==> config.mk <==
export PLATFORM = sky130hd
export DESIGN_NAME = rom_loader
export DESIGN_NICKNAME = d
export VERILOG_FILES = /design/src/cpc_glue_pkg.sv /design/src/rom_loader.sv
export SDC_FILE = /design/constraint.sdc
export NUM_CORES = 1
export LEC_CHECK = 0
export BUFFER_PORTS_ARGS = -buffer_cell sky130_fd_sc_hd__buf_2
export CAP_MARGIN = 20
export CORE_ASPECT_RATIO = 1.1
export CORE_MARGIN = 10
export CORE_UTILIZATION = 30
export DETAILED_ROUTE_END_ITERATION = 16
export PLACE_DENSITY = 0.61
export REMOVE_ABC_BUFFERS = 1
export SLEW_MARGIN = 20
export SYNTH_ARGS = -nofsm -noshare
export SYNTH_HDL_FRONTEND = slang
export SYNTH_SLANG_ARGS = --single-unit
==> constraint.sdc <==
create_clock -name clk_sys -period 2.45 [get_ports clk_sys]
set_input_delay 0.1225 -clock clk_sys [delete_from_list [all_inputs] [get_ports clk_sys]]
set_output_delay 0.1225 -clock clk_sys [all_outputs]
set_load 0.03 [all_outputs]
==> src/cpc_glue_pkg.sv <==
// Shared widths, bus structs and the Multiface mode enum; imported by every glue module
`default_nettype none

package cpc_glue_pkg;

	////////////////////////////////////////////////////////////
	// Widths
	////////////////////////////////////////////////////////////

	typedef logic [7:0]   byte_t;
	typedef logic [15:0]  cpu_addr_t;

	// Bit 22 marks upper-ROM space, bits 21..14 the page
	typedef logic [22:0]  mem_addr_t;

	typedef logic [7:0]   rom_page_t;
	typedef logic [1:0]   bank_t;
	typedef logic [12:0]  mf2_addr_t;

	// One flag per upper-ROM page
	typedef logic [255:0] rom_map_t;

	////////////////////////////////////////////////////////////
	// Buses
	////////////////////////////////////////////////////////////

	// Download stream from the host side
	typedef struct packed {
		logic        download;
		logic        wr;
		logic [24:0] addr;
		byte_t       data;
		logic [7:0]  index;
		logic [15:0] file_ext;
	} dl_bus_t;

	// CPU side, mem_addr already mapped by the motherboard
	typedef struct packed {
		cpu_addr_t cpu_addr;
		mem_addr_t mem_addr;
		byte_t     dout;
		logic      m1;
		logic      mem_rd;
		logic      mem_wr;
		logic      io_wr;
		logic      bank_sel;
	} cpu_bus_t;

	// Request to external memory
	typedef struct packed {
		logic      oe;
		logic      we;
		mem_addr_t addr;
		bank_t     bank;
		byte_t     din;
	} mem_req_t;

	////////////////////////////////////////////////////////////
	// Multiface
	////////////////////////////////////////////////////////////

	typedef enum logic [1:0] {
		MF2_ENABLED,
		MF2_HIDDEN,
		MF2_DISABLED
	} mf2_mode_t;

	// Page holding the Multiface ROM
	localparam logic [8:0] MF2_ROM_PAGE = 9'h1FF;

endpackage

`default_nettype wire
==> src/rom_loader.sv <==
// ROM download decoder; turns download bytes into ce_ref-timed memory writes and keeps the ROM map
`default_nettype none

module rom_loader (
	input  wire                     clk_sys,
	input  wire                     reset,
	input  wire                     ce_ref,
	input  cpc_glue_pkg::dl_bus_t   dl,
	output logic                    dl_wait,
	output logic                    boot_wr,
	output cpc_glue_pkg::mem_addr_t boot_addr,
	output cpc_glue_pkg::bank_t     boot_bank,
	output cpc_glue_pkg::byte_t     boot_data,
	output cpc_glue_pkg::rom_map_t  rom_map
);

	import cpc_glue_pkg::*;

	typedef enum logic [1:0] {
		LD_IDLE,
		LD_WAIT,
		LD_WRITE
	} ld_state_t;

	ld_state_t  state;
	logic [8:0] page_base;
	logic       combo;
	logic       two_banks;
	logic       old_download;
	logic       rom_download;
	logic       dl_start;
	logic [4:0] ext_hi;
	logic [4:0] ext_lo;

	// {valid, value} for one ASCII hex digit
	function automatic logic [4:0] hex_digit(input byte_t c);
		logic [4:0] r;
		r = 5'd0;
		if (c >= "0" && c <= "9")
			r = {1'b1, c[3:0]};
		else if (c >= "A" && c <= "F")
			r = {1'b1, c[3:0] + 4'd9};
		return r;
	endfunction

	assign rom_download = dl.download && (dl.index < 8'd4);
	assign dl_start     = ~old_download & rom_download;
	assign ext_hi       = hex_digit(dl.file_ext[15:8]);
	assign ext_lo       = hex_digit(dl.file_ext[7:0]);

	always_ff @(posedge clk_sys) begin
		if (reset) begin
			state        <= LD_IDLE;
			dl_wait      <= 1'b0;
			boot_wr      <= 1'b0;
			rom_map      <= '0;
			page_base    <= 9'h1EE;
			combo        <= 1'b0;
			two_banks    <= 1'b0;
			old_download <= 1'b0;
		end else begin
			old_download <= dl.download;

			// Page base from the extension, taken once per download
			if (dl_start && dl.index != 8'd0) begin
				page_base <= 9'h1EE;
				combo     <= 1'b0;
				if (ext_hi[4] && ext_lo[4])
					page_base[7:0] <= {ext_hi[3:0], ext_lo[3:0]};
				if (dl.file_ext == "ZZ")
					page_base <= 9'h000;
				if (dl.file_ext == "Z0") begin
					page_base <= 9'h000;
					combo     <= 1'b1;
				end
			end

			case (state)
				LD_IDLE: begin
					if (rom_download && dl.wr) begin
						boot_data       <= dl.data;
						boot_addr[13:0] <= dl.addr[13:0];
						boot_bank       <= 2'd0;
						two_banks       <= |dl.index[5:0];
						if (dl.index != 8'd0) begin
							// Expansion ROM, relative to the page base
							boot_addr[22]    <= page_base[8];
							boot_addr[21:14] <= page_base[7:0] + dl.addr[21:14];
							dl_wait          <= 1'b1;
							state            <= LD_WAIT;
						end else begin
							// System ROM blocks, 16 KB each
							dl_wait <= 1'b1;
							state   <= LD_WAIT;
							case (dl.addr[24:14])
								11'd0, 11'd4: boot_addr[22:14] <= 9'h000;
								11'd1, 11'd5: boot_addr[22:14] <= 9'h100;
								11'd2, 11'd6: boot_addr[22:14] <= 9'h107;
								11'd3, 11'd7: boot_addr[22:14] <= MF2_ROM_PAGE;
								default: begin
									dl_wait <= 1'b0;
									state   <= LD_IDLE;
								end
							endcase
							if (dl.addr[24:14] >= 11'd4)
								boot_bank <= 2'd1;
						end
					end
				end

				LD_WAIT: begin
					if (ce_ref) begin
						boot_wr <= 1'b1;
						state   <= LD_WRITE;
					end
				end

				LD_WRITE: begin
					if (ce_ref) begin
						boot_wr <= 1'b0;
						if (two_banks && boot_bank == 2'd0) begin
							// Same byte again into bank 1
							boot_bank <= 2'd1;
							state     <= LD_WAIT;
						end else begin
							dl_wait <= 1'b0;
							state   <= LD_IDLE;
							if (boot_addr[22])
								rom_map[boot_addr[21:14]] <= 1'b1;
							// Combo image moves on after its first 16 KB
							if (combo && &boot_addr[13:0]) begin
								combo     <= 1'b0;
								page_base <= MF2_ROM_PAGE;
							end
						end
					end
				end

				default: state <= LD_IDLE;
			endcase
		end
	end

	// Writes only happen while the source is held off
	a_wr_under_wait: assert property (@(posedge clk_sys) disable iff (reset)
		boot_wr |-> dl_wait);

endmodule

`default_nettype wire

# --- Word level (Yosys, flattened, before mapping) ---
# Index checks and enable logic that the tools add are counted.
totals:
  regBits: 305
  latch_bits: 0
  mem_bits_rw: 0
  romBits: 0
  inputBits: 62
  out_inout_bits: 291
  elab_cells: 125
  memories: 0
classes:
  n_addsub: 3
  n_mul: 0
  n_div: 0
  order_cmp: 12
  eq_ne: 16
  shift: 0
  muxes: 44
  bitwise_logic: 5
  reduce_logical: 33
op_table:
  columns: ["cell", "count"]
  rows:
  - ["$or A256 B256 Y256", 1]
  - ["$mux W9", 8]
  - ["$eq A11 B3 Y1 const B", 4]
  - ["$pmux W9 S4", 1]
  - ["$eq A16 B15 Y1 const B", 2]
  - ["$eq A11 B2 Y1 const B", 2]
  - ["$mux W5", 4]
  - ["$mux W1", 19]
  - ["$ge A8 B6 Y1 const B", 2]
  - ["$ge A8 B7 Y1 const B", 2]
  - ["$le A8 B6 Y1 const B", 2]
  - ["$le A8 B7 Y1 const B", 2]
  - ["$reduce_and A14 Y1", 1]
  - ["$mux W2", 6]
  - ["$reduce_and A4 Y1", 3]
  - ["$eq A11 B1 Y1 const B", 1]
  - ["$ge A11 B3 Y1 const B", 1]
  - ["$logic_and A1 B1 Y1", 11]
  - ["$logic_not A11 Y1", 1]
  - ["$ne A2 B2 Y1 const B", 5]
  - ["$lt A8 B9 Y1 const B", 1]
  - ["$reduce_and A3 Y1", 3]
  - ["$add A4 B4 Y4 const B", 2]
  - ["$add A8 B8 Y8", 1]
  - ["20 further kinds", 28]

# --- Longest topological paths before layout ---
depth:
  ltp_word: 13
  ltp_mapped: 8
  ltp_nobuf: 8

# --- Least setup slack after synthesis ---
# OpenSTA, ideal clock, no wires.
synth_path:
  path_type: "input to register"
  startpoint: "input dl[21] in the netlist's numbering"
  endpoint: "register boot_addr[0] (enable)"
  setup_ns: 0.401
  arrival_time_ns: 1.921
  required_time_ns: 2.049
  setup_slack_ns: 0.128
  path_stages: 4
  path_buffers: 0
  cell_sequence: "nor4_4 > nand4_1 > or3_1 > nor2_1"
synth_via:
  elab_chain_cells: 4
synth_lines:
  columns: ["item", "line_no", "rtl"]
  rows:
  - ["from (decl)", "rom_loader.sv:8", "input cpc_glue_pkg::dl_bus_t dl,"]
  - ["$lt A8 B3 Y1", "rom_loader.sv:46", "assign rom_download = dl.download && (dl.index < 8'd4);"]
  - ["$logic_and A1 B1 Y1", "rom_loader.sv:46", null]
  - ["$logic_and A1 B1 Y1", "rom_loader.sv:80", "if (rom_download && dl.wr) begin"]
  - ["$reduce_and A3 Y1 (no line)", null, null]
  - ["to (signal assigned)", "rom_loader.sv:82", "boot_addr[13:0] <= dl.addr[13:0];"]
  - ["to (decl)", "rom_loader.sv:11", "output cpc_glue_pkg::mem_addr_t boot_addr,"]
# Every way passes these cells.
# A chain may end at the register's enable or synchronous reset.

# --- Final worst setup path ---
layout_path:
  startpoint: "register boot_bank[0]"
  endpoint: "register rom_map[206]"
layout_via:
  elab_chain_cells: 4
layout_lines:
  columns: ["item", "line_no", "rtl"]
  rows:
  - ["from (decl)", "rom_loader.sv:12", "output cpc_glue_pkg::bank_t boot_bank,"]
  - ["from (signal assigned)", "rom_loader.sv:83", "boot_bank <= 2'd0;"]
  - ["from (signal assigned)", "rom_loader.sv:106", "boot_bank <= 2'd1;"]
  - ["from (signal assigned)", "rom_loader.sv:123", "boot_bank <= 2'd1;"]
  - ["$logic_not A2 Y1", "rom_loader.sv:121", "if (two_banks && boot_bank == 2'd0) begin"]
  - ["$logic_and A1 B1 Y1", "rom_loader.sv:121", null]
  - ["$not A1 Y1 (no line)", null, null]
  - ["$reduce_and A4 Y1 (no line)", null, null]
  - ["to (signal assigned)", "rom_loader.sv:56", "rom_map <= '0;"]
  - ["to (signal, indexed assignment)", "rom_loader.sv:129", "rom_map[boot_addr[21:14]] <= 1'b1;"]
  - ["to (decl)", "rom_loader.sv:14", "output cpc_glue_pkg::rom_map_t rom_map"]
# Every way passes these cells.

==> flow_summary.json <==
{
  "p_sw_share_pct": 21.5,
  "power_density_nw_per_um2": 708,
  "synth_enable_flop_cells": 32,
  "cts_made_buffers": 35,
  "synth_top_area_share_pct": 51.2,
  "ant_nets": 0,
  "syn_to_final_growth_pct": 36.6,
  "yosys.area.top_type": "dfxtp_1",
  "placedCellCount": 1887,
  "cts_tree": "done",
  "cp_max_fo": 20,
  "clk_latency_ps": 510,
  "grt_overflow": 0,
  "hp-start": "ce_ref",
  "nFillCells": 3452,
  "root_buffer": "clkbuf_16",
  "cts_setup_buffers": 0,
  "met3_usage_pct": 5.53,
  "p_comb_share_pct": 2.8,
  "wl_per_cell_um": 19.6,
  "fp-row-count": 72,
  "avgViaCountPerCell": 4.79,
  "antenna_found_initial": 1,
  "hold_viol": 0,
  "setup-violations-final": 0,
  "final.period_utilization_pct": 90.0,
  "power_frac_seq_pct": 49.0,
  "rsz0062_at_grt": "false",
  "drc": 0,
  "p_int_mw": 8.06,
  "place_hpwl_um": 28200,
  "cp.arrival_ps": 2640,
  "yosysSeqAreaShare_pct": 60.3,
  "endpoint_kind": "flip-flop",
  "synth-seq-cells": 304,
  "io_pins": 353,
  "hp-class": "in2reg",
  "relSlewSlack_pct": 26.9,
  "holdBufCountCts": 30,
  "cts_resized": 0,
  "place_congestion": 0.836,
  "crit_type": "reg2reg",
  "ir_worst_vdd_mv": 0.498,
  "synthCells": 1124,
  "top_usage_layer": "met2",
  "ys_async_sr_fraction_pct": 0,
  "postLayoutCoreUtil_pct": 41.4,
  "clk_pin_slew_worst_paths_ps": 60,
  "layout-drive-gt1-share_pct": 31.6,
  "fin_crit_ps": 2200,
  "max_cap_violations": 0,
  "fin_worst_skew_ps": 14.1,
  "timing.rr.start": "boot_bank[0]",
  "clock_path_buffers": 3,
  "tightest_slew_ps": 1090,
  "final_cells": 1978,
  "io_buffer_count": 351,
  "wl_um": 38900,
  "dominantRegCellSynth": "dfxtp_1",
  "p_leak_nw": 6.51,
  "clock_power_share_pct": 48.2,
  "met1_usage_pct": 20.6,
  "max_freq_ghz": 0.454,
  "yosys.cell_types.count": 58,
  "die_h_um": 217,
  "core_sq_um": 35000,
  "grt_pass1_vias": 9171,
  "grt_max_degree": 123,
  "synth.avg_cell_area_sq_um": 9.45,
  "crit_required_ps": 2890,
  "slew_violations": 0,
  "start_kind": "flip-flop",
  "first_pass_iters": 5,
  "synthTopCellsByArea": "dfxtp_1, a21oi_1, nor2_1, edfxtp_1, ha_1",
  "dieArea_sq_um": 43400,
  "startpoint": "boot_bank[0]",
  "layout.nets": 1591,
  "htree_levels": 2,
  "start_util_pct": 30.3,
  "clock_sinks": 304,
  "drt_iter0_drc": 556,
  "vias": 9468,
  "track_usage_pct": 16.9,
  "globalRouteMet2Util_pct": 27.5,
  "synth.cell_area_sq_um": 10600,
  "p_switching_mw": 2.21,
  "status": "completed",
  "ys.warnings.count": 0,
  "n_antenna_cell": 0,
  "fp.dieW_um": 199,
  "grt_pass1_wl_um": 56400
}
-- cell usage in the layout (no fill, tap or decap), types with 3 or more instances in the layout --
cell	count
a21oi_1	267
a221o_1	6
a31oi_1	3
and3_1	3
buf_12	6
buf_2	350
buf_4	35
clkbuf_1	6
clkbuf_16	36
clkbuf_8	8
clkinv_2	4
clkinvlp_4	3
dfxtp_1	272
dlygate4sd3_1	30
edfxtp_1	32
ha_1	17
inv_1	16
nand2_1	15
nand2b_1	10
nand3_1	10
nand4_1	9
nor2_1	274
nor2_2	9
nor2b_1	5
nor3_1	6
nor3_2	11
nor3_4	4
nor3b_1	4
nor4_4	7
o211ai_1	3
o21ai_0	15
o21bai_1	3
xnor2_1	4
xor2_1	3
-- Yosys cell counts, types with 3 or more instances --
| cell type | instances |
|---|---|
| a21oi_1 | 267 |
| xnor2_1 | 4 |
| ha_1 | 17 |
| inv_1 | 16 |
| nor4_1 | 3 |
| o21ai_0 | 15 |
| nand3_1 | 10 |
| o211ai_1 | 3 |
| nor4_4 | 7 |
| nor3_1 | 12 |
| nor3b_1 | 4 |
| clkbuf_1 | 50 |
| a31oi_1 | 3 |
| nor2_1 | 283 |
| edfxtp_1 | 32 |
| and3_1 | 3 |
| buf_2 | 21 |
| nor3_2 | 9 |
| nor2b_1 | 5 |
| nand2b_1 | 10 |
| xor2_1 | 3 |
| nand4_1 | 9 |
| dfxtp_1 | 272 |
| nand2_1 | 15 |
| a221o_1 | 6 |
| o21bai_1 | 3 |
-- final timing paths --
kind,depth (start not counted),to,slack (ps)
min,4,state[1],30
max,6,rom_map[206],250
max reg2reg,6,rom_map[206],250
min reg2reg,2,rom_map[218],460
-- logic make-up (layout without fill, tap and decap cells) --
family / Yosys count / after routing / synth area share (%)
and+or+nand+nor: 391 / 391 / 17.7
xor gates and xnor gates: 7 / 7 / 0.577
other: 1 / 1 / 0.0353
adders and majority gates: 18 / 18 / 2.19
AOI/OAI and AO/OA: 312 / 312 / 15.6
buffers and inverters: 89 / 499 / 3.46
muxes: 2 / 2 / 0.188
DFF: 304 / 304 / 60.3
-- critical path: stages (launching register included) --
cell,delay (ps)
edfxtp_1,350
nand2b_1,170
nand4_1,170
buf_12,220
nor3_2,890
a21oi_1,160
nor2_1,150
-- metal layers --
layer,vias up,routed length (um)
met1,4438,16200
li1,4615,-
met3,58,3560
met2,355,18100
met4,2,946
met5,-,11
-- power by group through the flow --
stage	clock network, mW	logic (mW)	registers (mW)
CTS	5.05	0.282	5.03
floorplan	0	0.0829	5.14
finish	4.96	0.285	5.03
global route	5.23	0.317	5.03
global placement	0	0.242	5.14
detailed placement	0	0.246	5.14
-- layout make-up --
cell class	count	area (sq um)	area share, %
sequential	304	6410	44.1
multi-input combinational	731	3940	27.1
timing repair buffer	423	2460	16.9
clock buffer	49	1020	7.03
tap	444	556	3.83
clock inverter	11	77.6	0.534
inverter	16	60.1	0.414
-- state kept, by name, indices dropped and copies added, names as in the netlist --
| register | cells |
|---|---|
| combo | 1 |
| state | 2 |
| old_download | 1 |
| boot_wr | 1 |
| dl_wait | 1 |
| page_base | 9 |
| rom_map | 256 |
| two_banks | 1 |
| boot_addr | 23 |
| boot_bank | 1 |
| boot_data | 8 |
-- stage by stage --
step / hold WS, ps / instance area (sq um) / power, mW / TNS (ps) / worst slack, ps
finish: 32.0 / 14500 / 10.3 / 0 / 246
global route: 43.9 / 14500 / 10.6 / 0 / 74.5
CTS: 4.04 / 14500 / 10.4 / 0 / 187
detailed placement: 301 / 13100 / 5.39 / 0 / 228
global placement: 299 / 13100 / 5.38 / 0 / 244
floorplan: 192 / 10300 / 5.22 / -81380 / -373
No activity file was read; power rests on OpenSTA's default activity.
