File: src/cpc_glue_pkg.sv
// Shared widths, bus structs and the Multiface mode enum; imported by every glue module
`default_nettype none

package cpc_glue_pkg;

	////////////////////////////////////////////////////////////
	// Widths
	////////////////////////////////////////////////////////////

	typedef logic [7:0]   byte_t;
	typedef logic [15:0]  cpu_addr_t;

	// Bit 22 marks upper-ROM space, bits 21..14 the page
	typedef logic [22:0]  mem_addr_t;

	typedef logic [7:0]   rom_page_t;
	typedef logic [1:0]   bank_t;
	typedef logic [12:0]  mf2_addr_t;

	// One flag per upper-ROM page
	typedef logic [255:0] rom_map_t;

	////////////////////////////////////////////////////////////
	// Buses
	////////////////////////////////////////////////////////////

	// Download stream from the host side
	typedef struct packed {
		logic        download;
		logic        wr;
		logic [24:0] addr;
		byte_t       data;
		logic [7:0]  index;
		logic [15:0] file_ext;
	} dl_bus_t;

	// CPU side, mem_addr already mapped by the motherboard
	typedef struct packed {
		cpu_addr_t cpu_addr;
		mem_addr_t mem_addr;
		byte_t     dout;
		logic      m1;
		logic      mem_rd;
		logic      mem_wr;
		logic      io_wr;
		logic      bank_sel;
	} cpu_bus_t;

	// Request to external memory
	typedef struct packed {
		logic      oe;
		logic      we;
		mem_addr_t addr;
		bank_t     bank;
		byte_t     din;
	} mem_req_t;

	////////////////////////////////////////////////////////////
	// Multiface
	////////////////////////////////////////////////////////////

	typedef enum logic [1:0] {
		MF2_ENABLED,
		MF2_HIDDEN,
		MF2_DISABLED
	} mf2_mode_t;

	// Page holding the Multiface ROM
	localparam logic [8:0] MF2_ROM_PAGE = 9'h1FF;

endpackage

`default_nettype wire
File: src/mf2_trap.sv
// Multiface 2 trap logic; NMI request on key press, entry at 0x0066, hide flag and port paging
`default_nettype none

module mf2_trap (
	input  wire                     clk_sys,
	input  wire                     reset,
	input  cpc_glue_pkg::cpu_bus_t  cpu,
	input  wire                     key_nmi,
	input  cpc_glue_pkg::mf2_mode_t mf2_mode,
	output logic                    nmi,
	output logic                    mf2_en
);

	import cpc_glue_pkg::*;

	localparam cpu_addr_t NMI_ENTRY = 16'h0066;
	localparam cpu_addr_t HIDE_ADDR = 16'h0065;

	logic mf2_hidden;
	logic old_key_nmi;
	logic old_m1;
	logic old_io_wr;
	logic key_rise;
	logic m1_rise;
	logic io_wr_rise;
	logic page_port;

	assign key_rise   = ~old_key_nmi & key_nmi;
	assign m1_rise    = ~old_m1 & cpu.m1;
	assign io_wr_rise = ~old_io_wr & cpu.io_wr;

	// 0xFEE8 enables, 0xFEEA disables
	assign page_port  = cpu.cpu_addr[15:2] == 14'b11111110111010;

	always_ff @(posedge clk_sys) begin
		if (reset) begin
			nmi         <= 1'b0;
			mf2_en      <= 1'b0;
			mf2_hidden  <= mf2_mode != MF2_ENABLED;
			old_key_nmi <= 1'b0;
			old_m1      <= 1'b0;
			old_io_wr   <= 1'b0;
		end else begin
			old_key_nmi <= key_nmi;
			old_m1      <= cpu.m1;
			old_io_wr   <= cpu.io_wr;

			if (key_rise && !mf2_en && mf2_mode != MF2_DISABLED)
				nmi <= 1'b1;

			// NMI vector fetch pages the Multiface in
			if (nmi && m1_rise && cpu.cpu_addr == NMI_ENTRY) begin
				mf2_en     <= 1'b1;
				mf2_hidden <= 1'b0;
				nmi        <= 1'b0;
			end

			if (mf2_en && m1_rise && cpu.cpu_addr == HIDE_ADDR)
				mf2_hidden <= 1'b1;

			if (io_wr_rise && page_port) begin
				mf2_en <= ~cpu.cpu_addr[1] & ~mf2_hidden;
				// A pending request is served once paged in
				if (!cpu.cpu_addr[1] && !mf2_hidden)
					nmi <= 1'b0;
			end
		end
	end

	a_nmi_vs_en: assert property (@(posedge clk_sys) disable iff (reset)
		!(nmi && mf2_en));

endmodule

`default_nettype wire

File: config.mk
export PLATFORM = sky130hd
export DESIGN_NAME = mf2_trap
export DESIGN_NICKNAME = d
export VERILOG_FILES = /design/src/cpc_glue_pkg.sv /design/src/mf2_trap.sv
export SDC_FILE = /design/constraint.sdc
export NUM_CORES = 1
export LEC_CHECK = 0
export BUFFER_PORTS_ARGS = -buffer_cell sky130_fd_sc_hd__clkbuf_2
export CAP_MARGIN = 40
export CORE_AREA = 8 8 45 47
export CTS_BUF_LIST = sky130_fd_sc_hd__clkbuf_8
export DETAILED_ROUTE_END_ITERATION = 7
export DIE_AREA = 0 0 53 55
export PLACE_DENSITY = 0.86
export SLEW_MARGIN = 20
export SYNTH_ARGS = -nofsm -noshare
export SYNTH_HDL_FRONTEND = slang
export SYNTH_SLANG_ARGS = --single-unit
File: constraint.sdc
create_clock -name clk_sys -period 2.2 [get_ports clk_sys]
set_input_delay 0.44 -clock clk_sys [delete_from_list [all_inputs] [get_ports clk_sys]]
set_output_delay 0.44 -clock clk_sys [all_outputs]
set_load 0.05 [all_outputs]
**Yosys cells after proc, flatten, opt, wreduce, memory -nomap -nowiden**

Cells that the tools add are included.

- Bits in registers: 6
- Input port bits: 57
- Output and inout port bits: 2
- Logic and storage cells: 42

- Eq/ne operators: 4
- Multiplexer cells: 9
- Bitwise logic cells: 9
- Reductions and logical operators: 14

Operators by type and width:

| kind | number |
|---|---|
| == test 16 x 7 -> 1 bit, second input constant | 2 |
| == test 14 bit, second input constant | 1 |
| 2-to-1 mux 1 bit | 9 |
| logical AND 1 bit | 8 |
| inverter 1 bit | 5 |
| AND 1 bit | 4 |
| nonzero test 2 bit | 2 |
| zero test 1 bit | 3 |
| nonzero test 3 bit | 1 |
| inequality test 2 bit, second input constant | 1 |

**Depth between registers and ports, before layout**

Gate-level depths: netlist of the first run.

- Depth after elaboration: 8
- Depth in mapped cells: 4

**Least setup slack after synthesis of the first run**

OpenSTA, ideal clock, no wires.

- Path type: input-to-reg
- Start: in cpu[47] in the netlist's numbering
- End: reg mf2_hidden (enable)
- Arrival: 1.476 ns
- Data required time: 1.905 ns
- Path slack: 0.429 ns
- Stages: 4
- Buffers on the path: 0
- Cells stage by stage: or4_4 -> nor4_4 -> nand3_1 -> nand3_1

- Longest elaborated chain between the ends: 3

RTL lines:

| what | RTL line | source |
|---|---|---|
| start: declaration | mf2_trap.sv:7 | `input cpc_glue_pkg::cpu_bus_t cpu,` |
| == test 16 x 7 -> 1 bit, on equally long branches | mf2_trap.sv:52, mf2_trap.sv:58 |  |
| logical AND 1 bit, on equally long branches | mf2_trap.sv:52, mf2_trap.sv:58 |  |
| nonzero test 3 bit (no source line) * | n/a |  |
| end signal: assignment | mf2_trap.sv:39 | `mf2_hidden <= mf2_mode != MF2_ENABLED;` |
| end signal: assignment | mf2_trap.sv:54 | `mf2_hidden <= 1'b0;` |
| end signal: assignment | mf2_trap.sv:59 | `mf2_hidden <= 1'b1;` |
| end: declaration | mf2_trap.sv:19 | `logic mf2_hidden;` |

Mark *: on every way between the ends. The rest lies on a longest branch, timed or not.
A chain may end at the register's enable or synchronous reset.

**Worst setup path in the final report of the first run**

Same ends and word-level chain as after synthesis.

==> results.ini, run 1 <==
[outcome]
outcome=complete, no violations

[drt]
routed.top_layer=met4
drt-total-wl_um=1037
route.met2.wl_um=535
wl_met1_um=396
wl_per_cell_um=12.20
drtPass1Iterations=5
viasPerCell=4.753
ant_nets=0
met3_length_um=86
dr_total_vias=404
post-route-drc-count=0
drt_iter0_drc=7

[worst_setup_path]
path_common_cell=nand3_1
cp-end-kind=register
cp-start-kind=input pin
crit_arrival_ns=1.67
path_delay_family=simple AND/OR/NAND/NOR gates
max_stage_delay_ns=0.52
critPathKind=in -> reg
slowest_stage=or4_4
crit_buf_inv=1
crit_fanout=3
crit_required_ns=2.14
crit_chain=clkbuf_2, or4_4, nor4_4, nand3_1, nand3_1

[sta]
clock.fmax_ghz=0.5767
setup_viol=0
slew_headroom_pct=80.71
whs_ns=0.4458
tns_ns=0
post-route-period-util_pct=78.81
setup_ws_ns=0.4661
final.min_clock_period_ns=1.734
worst_pin_slew_ns=0.2872
slew_violations=0
clock_skew_ns=0.002835
rsz0062_at_grt=no
hold_violations=0

[global_routing]
grt_pass1_wl_um=1587
grt_overflow=0
grt_max_degree=8
antenna_found_initial=0
grt_pass1_vias=389
grt_use_total_pct=7.722

[logic_synthesis]
yosys_register_bits=6
syn-num-nets=98
ys_types=24
synth_area_per_cell_um2=8.850
yosysWarnings=0
synth_flop_cell=dfxtp_1
async_flop_share_pct=0
synth_edf_count=1
seq_area_frac_synth_pct=35.86
syn_inst=41
synth_area_um2=362.8

[floorplanning]
rows=14
die_h_um=55
die_area_mm2=0.002915
io_pins=59
initial_core_util_pct=26.22
die_w_um=53
coreArea_mm2=0.001384

[cts]
cts_root_buf=clkbuf_8
h-tree-depth=1
clockBufferDepth=2
cts_tree=done
cts_hold_buf=0
clkTransAtPathRegs_ns=0.04
cts_buffers=3
clock_sinks=6
cts_resized=0
post_cts_buffers=0
clk_latency_ns=0.23

[placed_design]
dp_cells=81
gp_congestion=0.7706
port_buffers=24
dp_slack_ns=0.2215

[worst_hold_path]
hp-class=in -> reg

[power]
leakagePower_nw=0.2427
finalPower_mw=0.3404
p_per_area_mw_per_mm2=621.1
ir_drop_mv=0.3237

[final_layout]
instances_no_fill=85
insertedDiodeCount=0
nets=127
final_layout_size_suffix_gt1_share_pct=44.93
syn_to_final_growth_pct=51.03

[run]
maxCapViolCount=0

cell families (layout without fill, tap and decap cells):
group | count (synthesis) | after routing | share of synthesized area (%)
AND/OR/NAND/NOR | 26 | 26 | 49.31
AO/OA/AOI/OAI | 7 | 7 | 12.75
flip-flops | 6 | 6 | 35.86
buffers and inverters | 2 | 30 | 2.070
registers in the layout, indices dropped and copies added (netlist names):
signal and count:
mf2_en 1, mf2_hidden 1, nmi 1, old_io_wr 1, old_key_nmi 1, old_m1 1
stage by stage:
step	util, %	instance area [µm²]
after floorplan	-	362.8
final	39.60	548.0
after global placement	36.35	503.0
after detailed placement	36.35	503.0
after CTS	39.60	548.0
after global routing	39.60	548.0
layout make-up:
class	instances	area (µm²)
Fill cell	152	835.8
Inverter	2	7.507
Clock buffer	3	41.29
Timing Repair Buffer	24	120.1
Clock inverter	1	3.754
Tap cell	16	20.02
Multi-Input combinational cell	33	225.2
Sequential cell	6	130.1
layer usage:
layer | global-route usage [%] | vias up
li1 | - | 211
met1 | 7.492 | 177
met2 | 12.89 | 14
met3 | 3.743 | 2
met4 | 5.172 | 0
met5 | 0 | -
placed cells by master, fill, tap and decap left out, types with 2 or more instances in the layout:
cell / instances
clkbuf_2: 24
dfxtp_1: 5
nor2_1: 4
inv_1: 3
nand3_1: 3
nor2b_1: 3
clkbuf_8: 3
or2_1: 2
nand3b_1: 2
or3_1: 2
nand2_1: 2
a31oi_1: 2
cells in the mapped netlist, types with 2 or more instances:
cell type  count  area, µm²
a31oi_1        2      12.51
dfxtp_1        5      100.1
inv_1          2      7.510
nand2_1        2      7.510
nand3_1        3      15.01
nand3b_1       2      15.01
nor2_1         4      15.01
nor2b_1        3      18.77
or2_1          2      12.51
or3_1          2      12.51
path summary, 6_finish.rpt:
kind,from,endpoint,slack [ns],cells past startpoint
setup / recovery,cpu[47],mf2_hidden,0.47,5
hold / removal,cpu[1],old_io_wr,0.45,2
setup reg to reg,old_m1,mf2_hidden,0.47,4
hold reg to reg,mf2_en,mf2_en,0.49,2
worst register-to-register path, cell delays in order, from the launching register on:
cell     delay [ns]
dfxtp_1        0.29
or4_4          0.54
nor4_4         0.34
nand3_1        0.16
nand3_1        0.13
power breakdown:
group	switching, mW	leakage, nW	internal (mW)
Clock	0.0495	0.0269	0.120
Sequential	0.00212	0.0511	0.119
Combinational	0.0249	0.165	0.0254
Power figures use the tool's default switching activity.
==> run 2, diff against run 1 <==
Settings changed: ABC_AREA from default to 1, CORE_AREA 8 8 45 47 to default, CORE_MARGIN from default to 8, CORE_UTILIZATION from default to 29, DIE_AREA 0 0 53 55 to default, PLACE_DENSITY 0.86 to 0.88.
Clock period 2.2 ns to 1.6 ns, I/O delays scaled along.
==> results.ini, run 2 <==
[outcome]
outcome=complete, no violations

[sta]
rsz0062_at_grt=no
clock.fmax_ghz=0.8436
whs_ns=0.3153  ; -0.1305 ns
clock_skew_ns=0.005710  ; +0.002875 ns
final.min_clock_period_ns=1.185
slew_headroom_pct=81.14  ; +0.44 points
worst_pin_slew_ns=0.2840  ; -0.003173 ns
tns_ns=0  ; unchanged
slew_violations=0  ; unchanged
setup_viol=0  ; unchanged
setup_ws_ns=0.4146  ; -0.05149 ns
post-route-period-util_pct=74.09
hold_violations=0  ; unchanged

[drt]
ant_nets=0  ; unchanged
dr_total_vias=475  ; +18%
drt_iter0_drc=4  ; -3
drtPass1Iterations=2  ; -3
viasPerCell=4.567  ; -3.9%
wl_per_cell_um=11.11  ; -9.0%
post-route-drc-count=0  ; unchanged
drt-total-wl_um=1155  ; +11%

[worst_setup_path]
crit_fanout=3  ; unchanged
crit_required_ns=1.28  ; -0.86 ns
crit_chain=clkbuf_2
cp-start-kind=register
crit_arrival_ns=0.87  ; -0.80 ns
rrSetupSlack_ns=0.50  ; +0.03 ns
max_stage_delay_ns=0.35  ; -0.17 ns
slowest_stage=dfxtp_1
cp-end-kind=primary output
crit_buf_inv=1  ; unchanged
critPathKind=reg -> out
path_delay_family=flip-flops

[cts]
cts_resized=0  ; unchanged
cts_tree=done
cts_buffers=3  ; unchanged
clock_sinks=6  ; unchanged
post_cts_buffers=0  ; unchanged
cts_hold_buf=0  ; unchanged
cts_root_buf=clkbuf_8
clkTransAtPathRegs_ns=0.04  ; about the same
h-tree-depth=1  ; unchanged
clk_latency_ns=0.22  ; about the same
clockBufferDepth=2  ; unchanged

[final_layout]
syn_to_final_growth_pct=47.73
num-fill-cells=152  ; unchanged
final_util_pct=44.87  ; +5.3 points
regArea_um2=130.1  ; unchanged
insertedDiodeCount=0  ; unchanged
multi_input_area_um2=214.0  ; -5.0%
final_common_cell=clkbuf_2
final_cell_mix=24 x clkbuf_2, 16 x nor2_1, 12 x inv_1, 8 x nand2_1
nets=147  ; +16%
final_layout_size_suffix_gt1_share_pct=35.96  ; -9.0 points

[power]
p_sw_share_pct=23.63  ; +1.2 points
p_int_mw=0.3607  ; +37%
pwr-share-clk_pct=49.2  ; -0.6 points
finalPower_mw=0.4724  ; +39%
power.switching_mw=0.1116  ; +46%
seqPwrFrac_pct=35.3  ; -0.2 points
p_per_area_mw_per_mm2=829.8  ; +34%
leakagePower_nw=0.3021  ; +24%
ir_drop_mv=0.4487  ; +39%
pwr-share-comb_pct=15.5  ; +0.7 points

[global_routing]
grt_use_total_pct=9.297  ; +1.6 points
grt_overflow=0  ; unchanged
met1_usage_pct=8.946  ; +1.5 points
grt_pass1_wl_um=1945  ; +23%
grtUsageMet3_pct=2.557  ; -1.2 points
grt_busiest_layer=met2
grt_pass1_vias=498  ; +28%
gr-usage-met2_pct=16.01  ; +3.1 points
grt_max_degree=9  ; +1
antenna_found_initial=0  ; unchanged

[logic_synthesis]
synth-simple-area-share_pct=49.35  ; about the same
synth_commonest_cells=16 x nor2_1, 11 x inv_1, 8 x nand2_1
syn-num-nets=118  ; +20%
seq_area_frac_synth_pct=33.77  ; -2.1 points
yosysWarnings=0  ; unchanged
yosys_register_bits=6  ; unchanged
ys_types=16  ; -33%
async_flop_share_pct=0  ; unchanged
syn_inst=61  ; +49%
synth_compound_area_share_pct=6.169  ; -6.6 points
yosys.area_share.xor_xnor_pct=0  ; unchanged
synth_flop_cell=dfxtp_1
yosysMostFrequentCell=nor2_1
synth_top_family_by_area=simple AND/OR/NAND/NOR gates
synth_area_um2=385.4  ; +6.2%
synth_top_area_cell=dfxtp_1
synth_top_cell_area_share_pct=25.97  ; -1.6 points
synthTopCellsByArea=dfxtp_1 26%, nor2_1 16%, inv_1 11%, edfxtp_1 7.8%, nand2_1 7.8%
synth_mux_area_share_pct=0  ; unchanged
synth_edf_count=1  ; unchanged
synth_area_per_cell_um2=6.318  ; -29%
synthAdderAreaFrac_pct=0  ; unchanged

[worst_hold_path]
hp-class=in -> reg

[floorplanning]
initial_core_util_pct=30.37  ; +4.2 points
die_h_um=52.46  ; -4.6%
die_w_um=52.46  ; -1.0%
rows=13  ; -1
coreArea_mm2=0.001269  ; -8.3%
die_area_mm2=0.002752  ; -5.6%
io_pins=59  ; unchanged

[run]
maxCapViolCount=0  ; unchanged

[placed_design]
port_buffers=24  ; unchanged
dp_slack_ns=0.2302  ; +0.008655 ns
hpwl_um=999.6
gp_congestion=0.8043  ; +4.4%

-- run 2: cell count changes after synthesis, sizes merged, moves of 2 or more --
cell / previous run / this run
nor2: 4 / 18
inv: 2 / 11
nand2: 2 / 8
nand3: 4 / 7
nor2b: 3 / 0
a31oi: 2 / 0
nand4: 1 / 3
or2: 2 / 0
or3: 2 / 0
-- run 2: worst paths after layout --
| path | start | depth (start not counted) | endpoint |
|---|---|---|---|
| max | nmi | 1 | nmi |
| min | cpu[1] | 3 | old_io_wr |
| max reg2reg | mf2_en | 4 | mf2_hidden |
| min reg2reg | mf2_hidden | 3 | mf2_en |
-- run 2: cell type report --
cell class | instances | area share, %
Timing Repair Buffer | 24 | 21.10
Clock inverter | 1 | 0.6593
Inverter | 11 | 7.253
Multi-Input combinational cell | 44 | 37.58
Sequential cell | 6 | 22.86
Tap cell | 15 | 3.297
Clock buffer | 3 | 7.253
-- run 2: power groups by stage --
stage	sequential (mW)	clock, mW	combinational (mW)
after floorplan	0.175	0	0.0251
after global placement	0.169	0	0.0696
after detailed placement	0.169	0	0.0731
after CTS	0.167	0.238	0.0737
after global routing	0.168	0.249	0.0836
final	0.167	0.233	0.0730
-- run 2: per-stage QoR --
stage,cells,cell area (µm²)
CTS,104,569.3
global placement,100,524.3
floorplan,61,385.4
finish,104,569.3
global route,104,569.3
detailed placement,100,524.3
-- run 2: cell families (layout without fill, tap and decap cells) --
| logic type | Yosys count | after routing |
|---|---|---|
| flops | 6 | 6 |
| compound gates | 4 | 4 |
| simple gates | 40 | 40 |
| buf+inv | 11 | 39 |
-- run 2: layer usage --
| metal | vias to the layer above | share of wire (%) |
|---|---|---|
| met5 | - | 0 |
| met4 | 0 | 1.8 |
| met3 | 2 | 8.7 |
| met2 | 15 | 49 |
| met1 | 207 | 40 |
| li1 | 251 | - |
==> run 3, diff against run 2 <==
Clock period 1.6 ns to 1.2 ns, I/O delays scaled along.
==> results.ini, run 3 (synthesis results as in run 2) <==
[outcome]
outcome=complete, no violations

[sta]
slew_headroom_pct=81.20  ; about the same
post-route-period-util_pct=89.83
clock.fmax_ghz=0.9276
final.min_clock_period_ns=1.078
whs_ns=0.2276  ; -0.08766 ns
hold_violations=0  ; unchanged
slew_violations=0  ; unchanged
setup_viol=0  ; unchanged
worst_pin_slew_ns=0.2831  ; -0.0009127 ns
clock_skew_ns=0.008076  ; +0.002365 ns
rsz0062_at_grt=no

[placed_design]
port_buffers=24  ; unchanged
dp_cells=101  ; +1.0%
gp_congestion=0.7929  ; -1.4%
place_area_um2=534.3  ; +1.9%
hpwl_um=930.6  ; -6.9%

[worst_setup_path]
slowest_stage=dfxtp_2
critPathKind=reg -> out
crit_fanout=3  ; unchanged
path_delay_family=flip-flops
cp-end-kind=primary output
crit_chain=clkbuf_2
crit_arrival_ns=0.84  ; -0.03 ns
crit_buf_inv=1  ; unchanged
r2r_start=old_m1
crit_required_ns=0.96  ; -0.32 ns
crit_path_start=mf2_en
cp-start-kind=register
max_stage_delay_ns=0.33  ; -0.02 ns

[floorplanning]
rows=13  ; unchanged
coreArea_mm2=0.001269  ; unchanged
initial_core_util_pct=30.37  ; unchanged
io_pins=59  ; unchanged
die_w_um=52.46  ; unchanged
die_area_mm2=0.002752  ; unchanged
die_h_um=52.46  ; unchanged

[power]
ir_drop_mv=0.4352  ; -3.0%
leakagePower_nw=0.3083  ; +2.1%
p_per_area_mw_per_mm2=1100  ; +33%

[drt]
wl_per_cell_um=10.12  ; -8.8%
drt-total-wl_um=1063  ; -8.0%
post-route-drc-count=0  ; unchanged
viasPerCell=4.600  ; +0.72%
dr_total_vias=483  ; +1.7%
ant_nets=0  ; unchanged
drt_iter0_drc=3  ; -1
drtPass1Iterations=3  ; +1

[global_routing]
antenna_found_initial=0  ; unchanged
grtUsageMet3_pct=2.841  ; +0.28 points
met1_usage_pct=8.507  ; -0.44 points
grt_overflow=0  ; unchanged
grt_pass1_vias=452  ; -9.2%
grt_use_total_pct=8.120  ; -1.2 points
grt_pass1_wl_um=1690  ; -13%
grt_max_degree=9  ; unchanged
grt_busiest_layer=met2
gr-usage-met2_pct=12.85  ; -3.2 points

[worst_hold_path]
hp-start=cpu[1]
hp-class=in -> reg

[final_layout]
instances_no_fill=105  ; +0.96%
final_common_cell=clkbuf_2
final_layout_size_suffix_gt1_share_pct=38.89  ; +2.9 points
nets=148  ; +0.68%
final_cell_mix=24 x clkbuf_2, 16 x nor2_1, 12 x inv_1, 8 x nand2_1, 5 x nand3_1
insertedDiodeCount=0  ; unchanged
stdcell_area_um2=579.3  ; +1.8%
syn_to_final_growth_pct=50.32
final_util_pct=45.66  ; +0.79 points

[cts]
clock_sinks=6  ; unchanged
cts_resized=0  ; unchanged
cts_tree=done
cts_buffers=3  ; unchanged
clockBufferDepth=2  ; unchanged
clkTransAtPathRegs_ns=0.04  ; about the same
cts_hold_buf=0  ; unchanged
cts_root_buf=clkbuf_8
h-tree-depth=1  ; unchanged
clk_latency_ns=0.23  ; about the same
post_cts_buffers=0  ; unchanged

[run]
maxCapViolCount=0  ; unchanged

[run 3: cell types whose count changed in the layout (fill, tap and decap cells not counted)]
cell	previous run	this run
dfxtp_1	5	3
buf_4	0	1
dfxtp_2	0	2
[run 3: cell type report]
class / instances / area, µm²
clock inverter: 1 / 3.754
multi-input combinational: 44 / 214.0
clock buffer: 3 / 41.29
fill: 140 / 689.4
timing repair buffer: 25 / 127.6
tap: 15 / 18.77
sequential: 6 / 132.6
inverter: 11 / 41.29
[run 3: power by group]
group / switching [mW] / leakage [nW] / internal [mW] / total, mW
Combinational: 0.0519 / 0.230 / 0.0446 / 0.0965
Sequential: 0.00527 / 0.0519 / 0.218 / 0.223
Clock: 0.0969 / 0.0269 / 0.221 / 0.318
Total: 0.154 / 0.308 / 0.483 / 0.637
[run 3: worst paths after layout]
check | endpoint | slack [ns] | cells past startpoint
max | mf2_en | 0.12 | 1
min | old_io_wr | 0.23 | 3
max reg2reg | mf2_hidden | 0.13 | 5
min reg2reg | mf2_en | 0.58 | 3
[run 3: stage by stage]
step                      setup slack (ns)  setup TNS, ns  total power, mW
after detailed placement          -0.01162       -0.01162           0.3237
after global placement             0.02382              0           0.3193
after floorplan                  0.0009029              0           0.2676
after CTS                           0.1178              0           0.6457
final                               0.1220              0           0.6371
after global routing               0.05260              0           0.6738
[run 3: routing by layer]
metal	vias to the layer above	wire length, µm
met3	3	115
met1	210	433
li1	252	-
met2	18	486
met4	0	29
met5	-	0
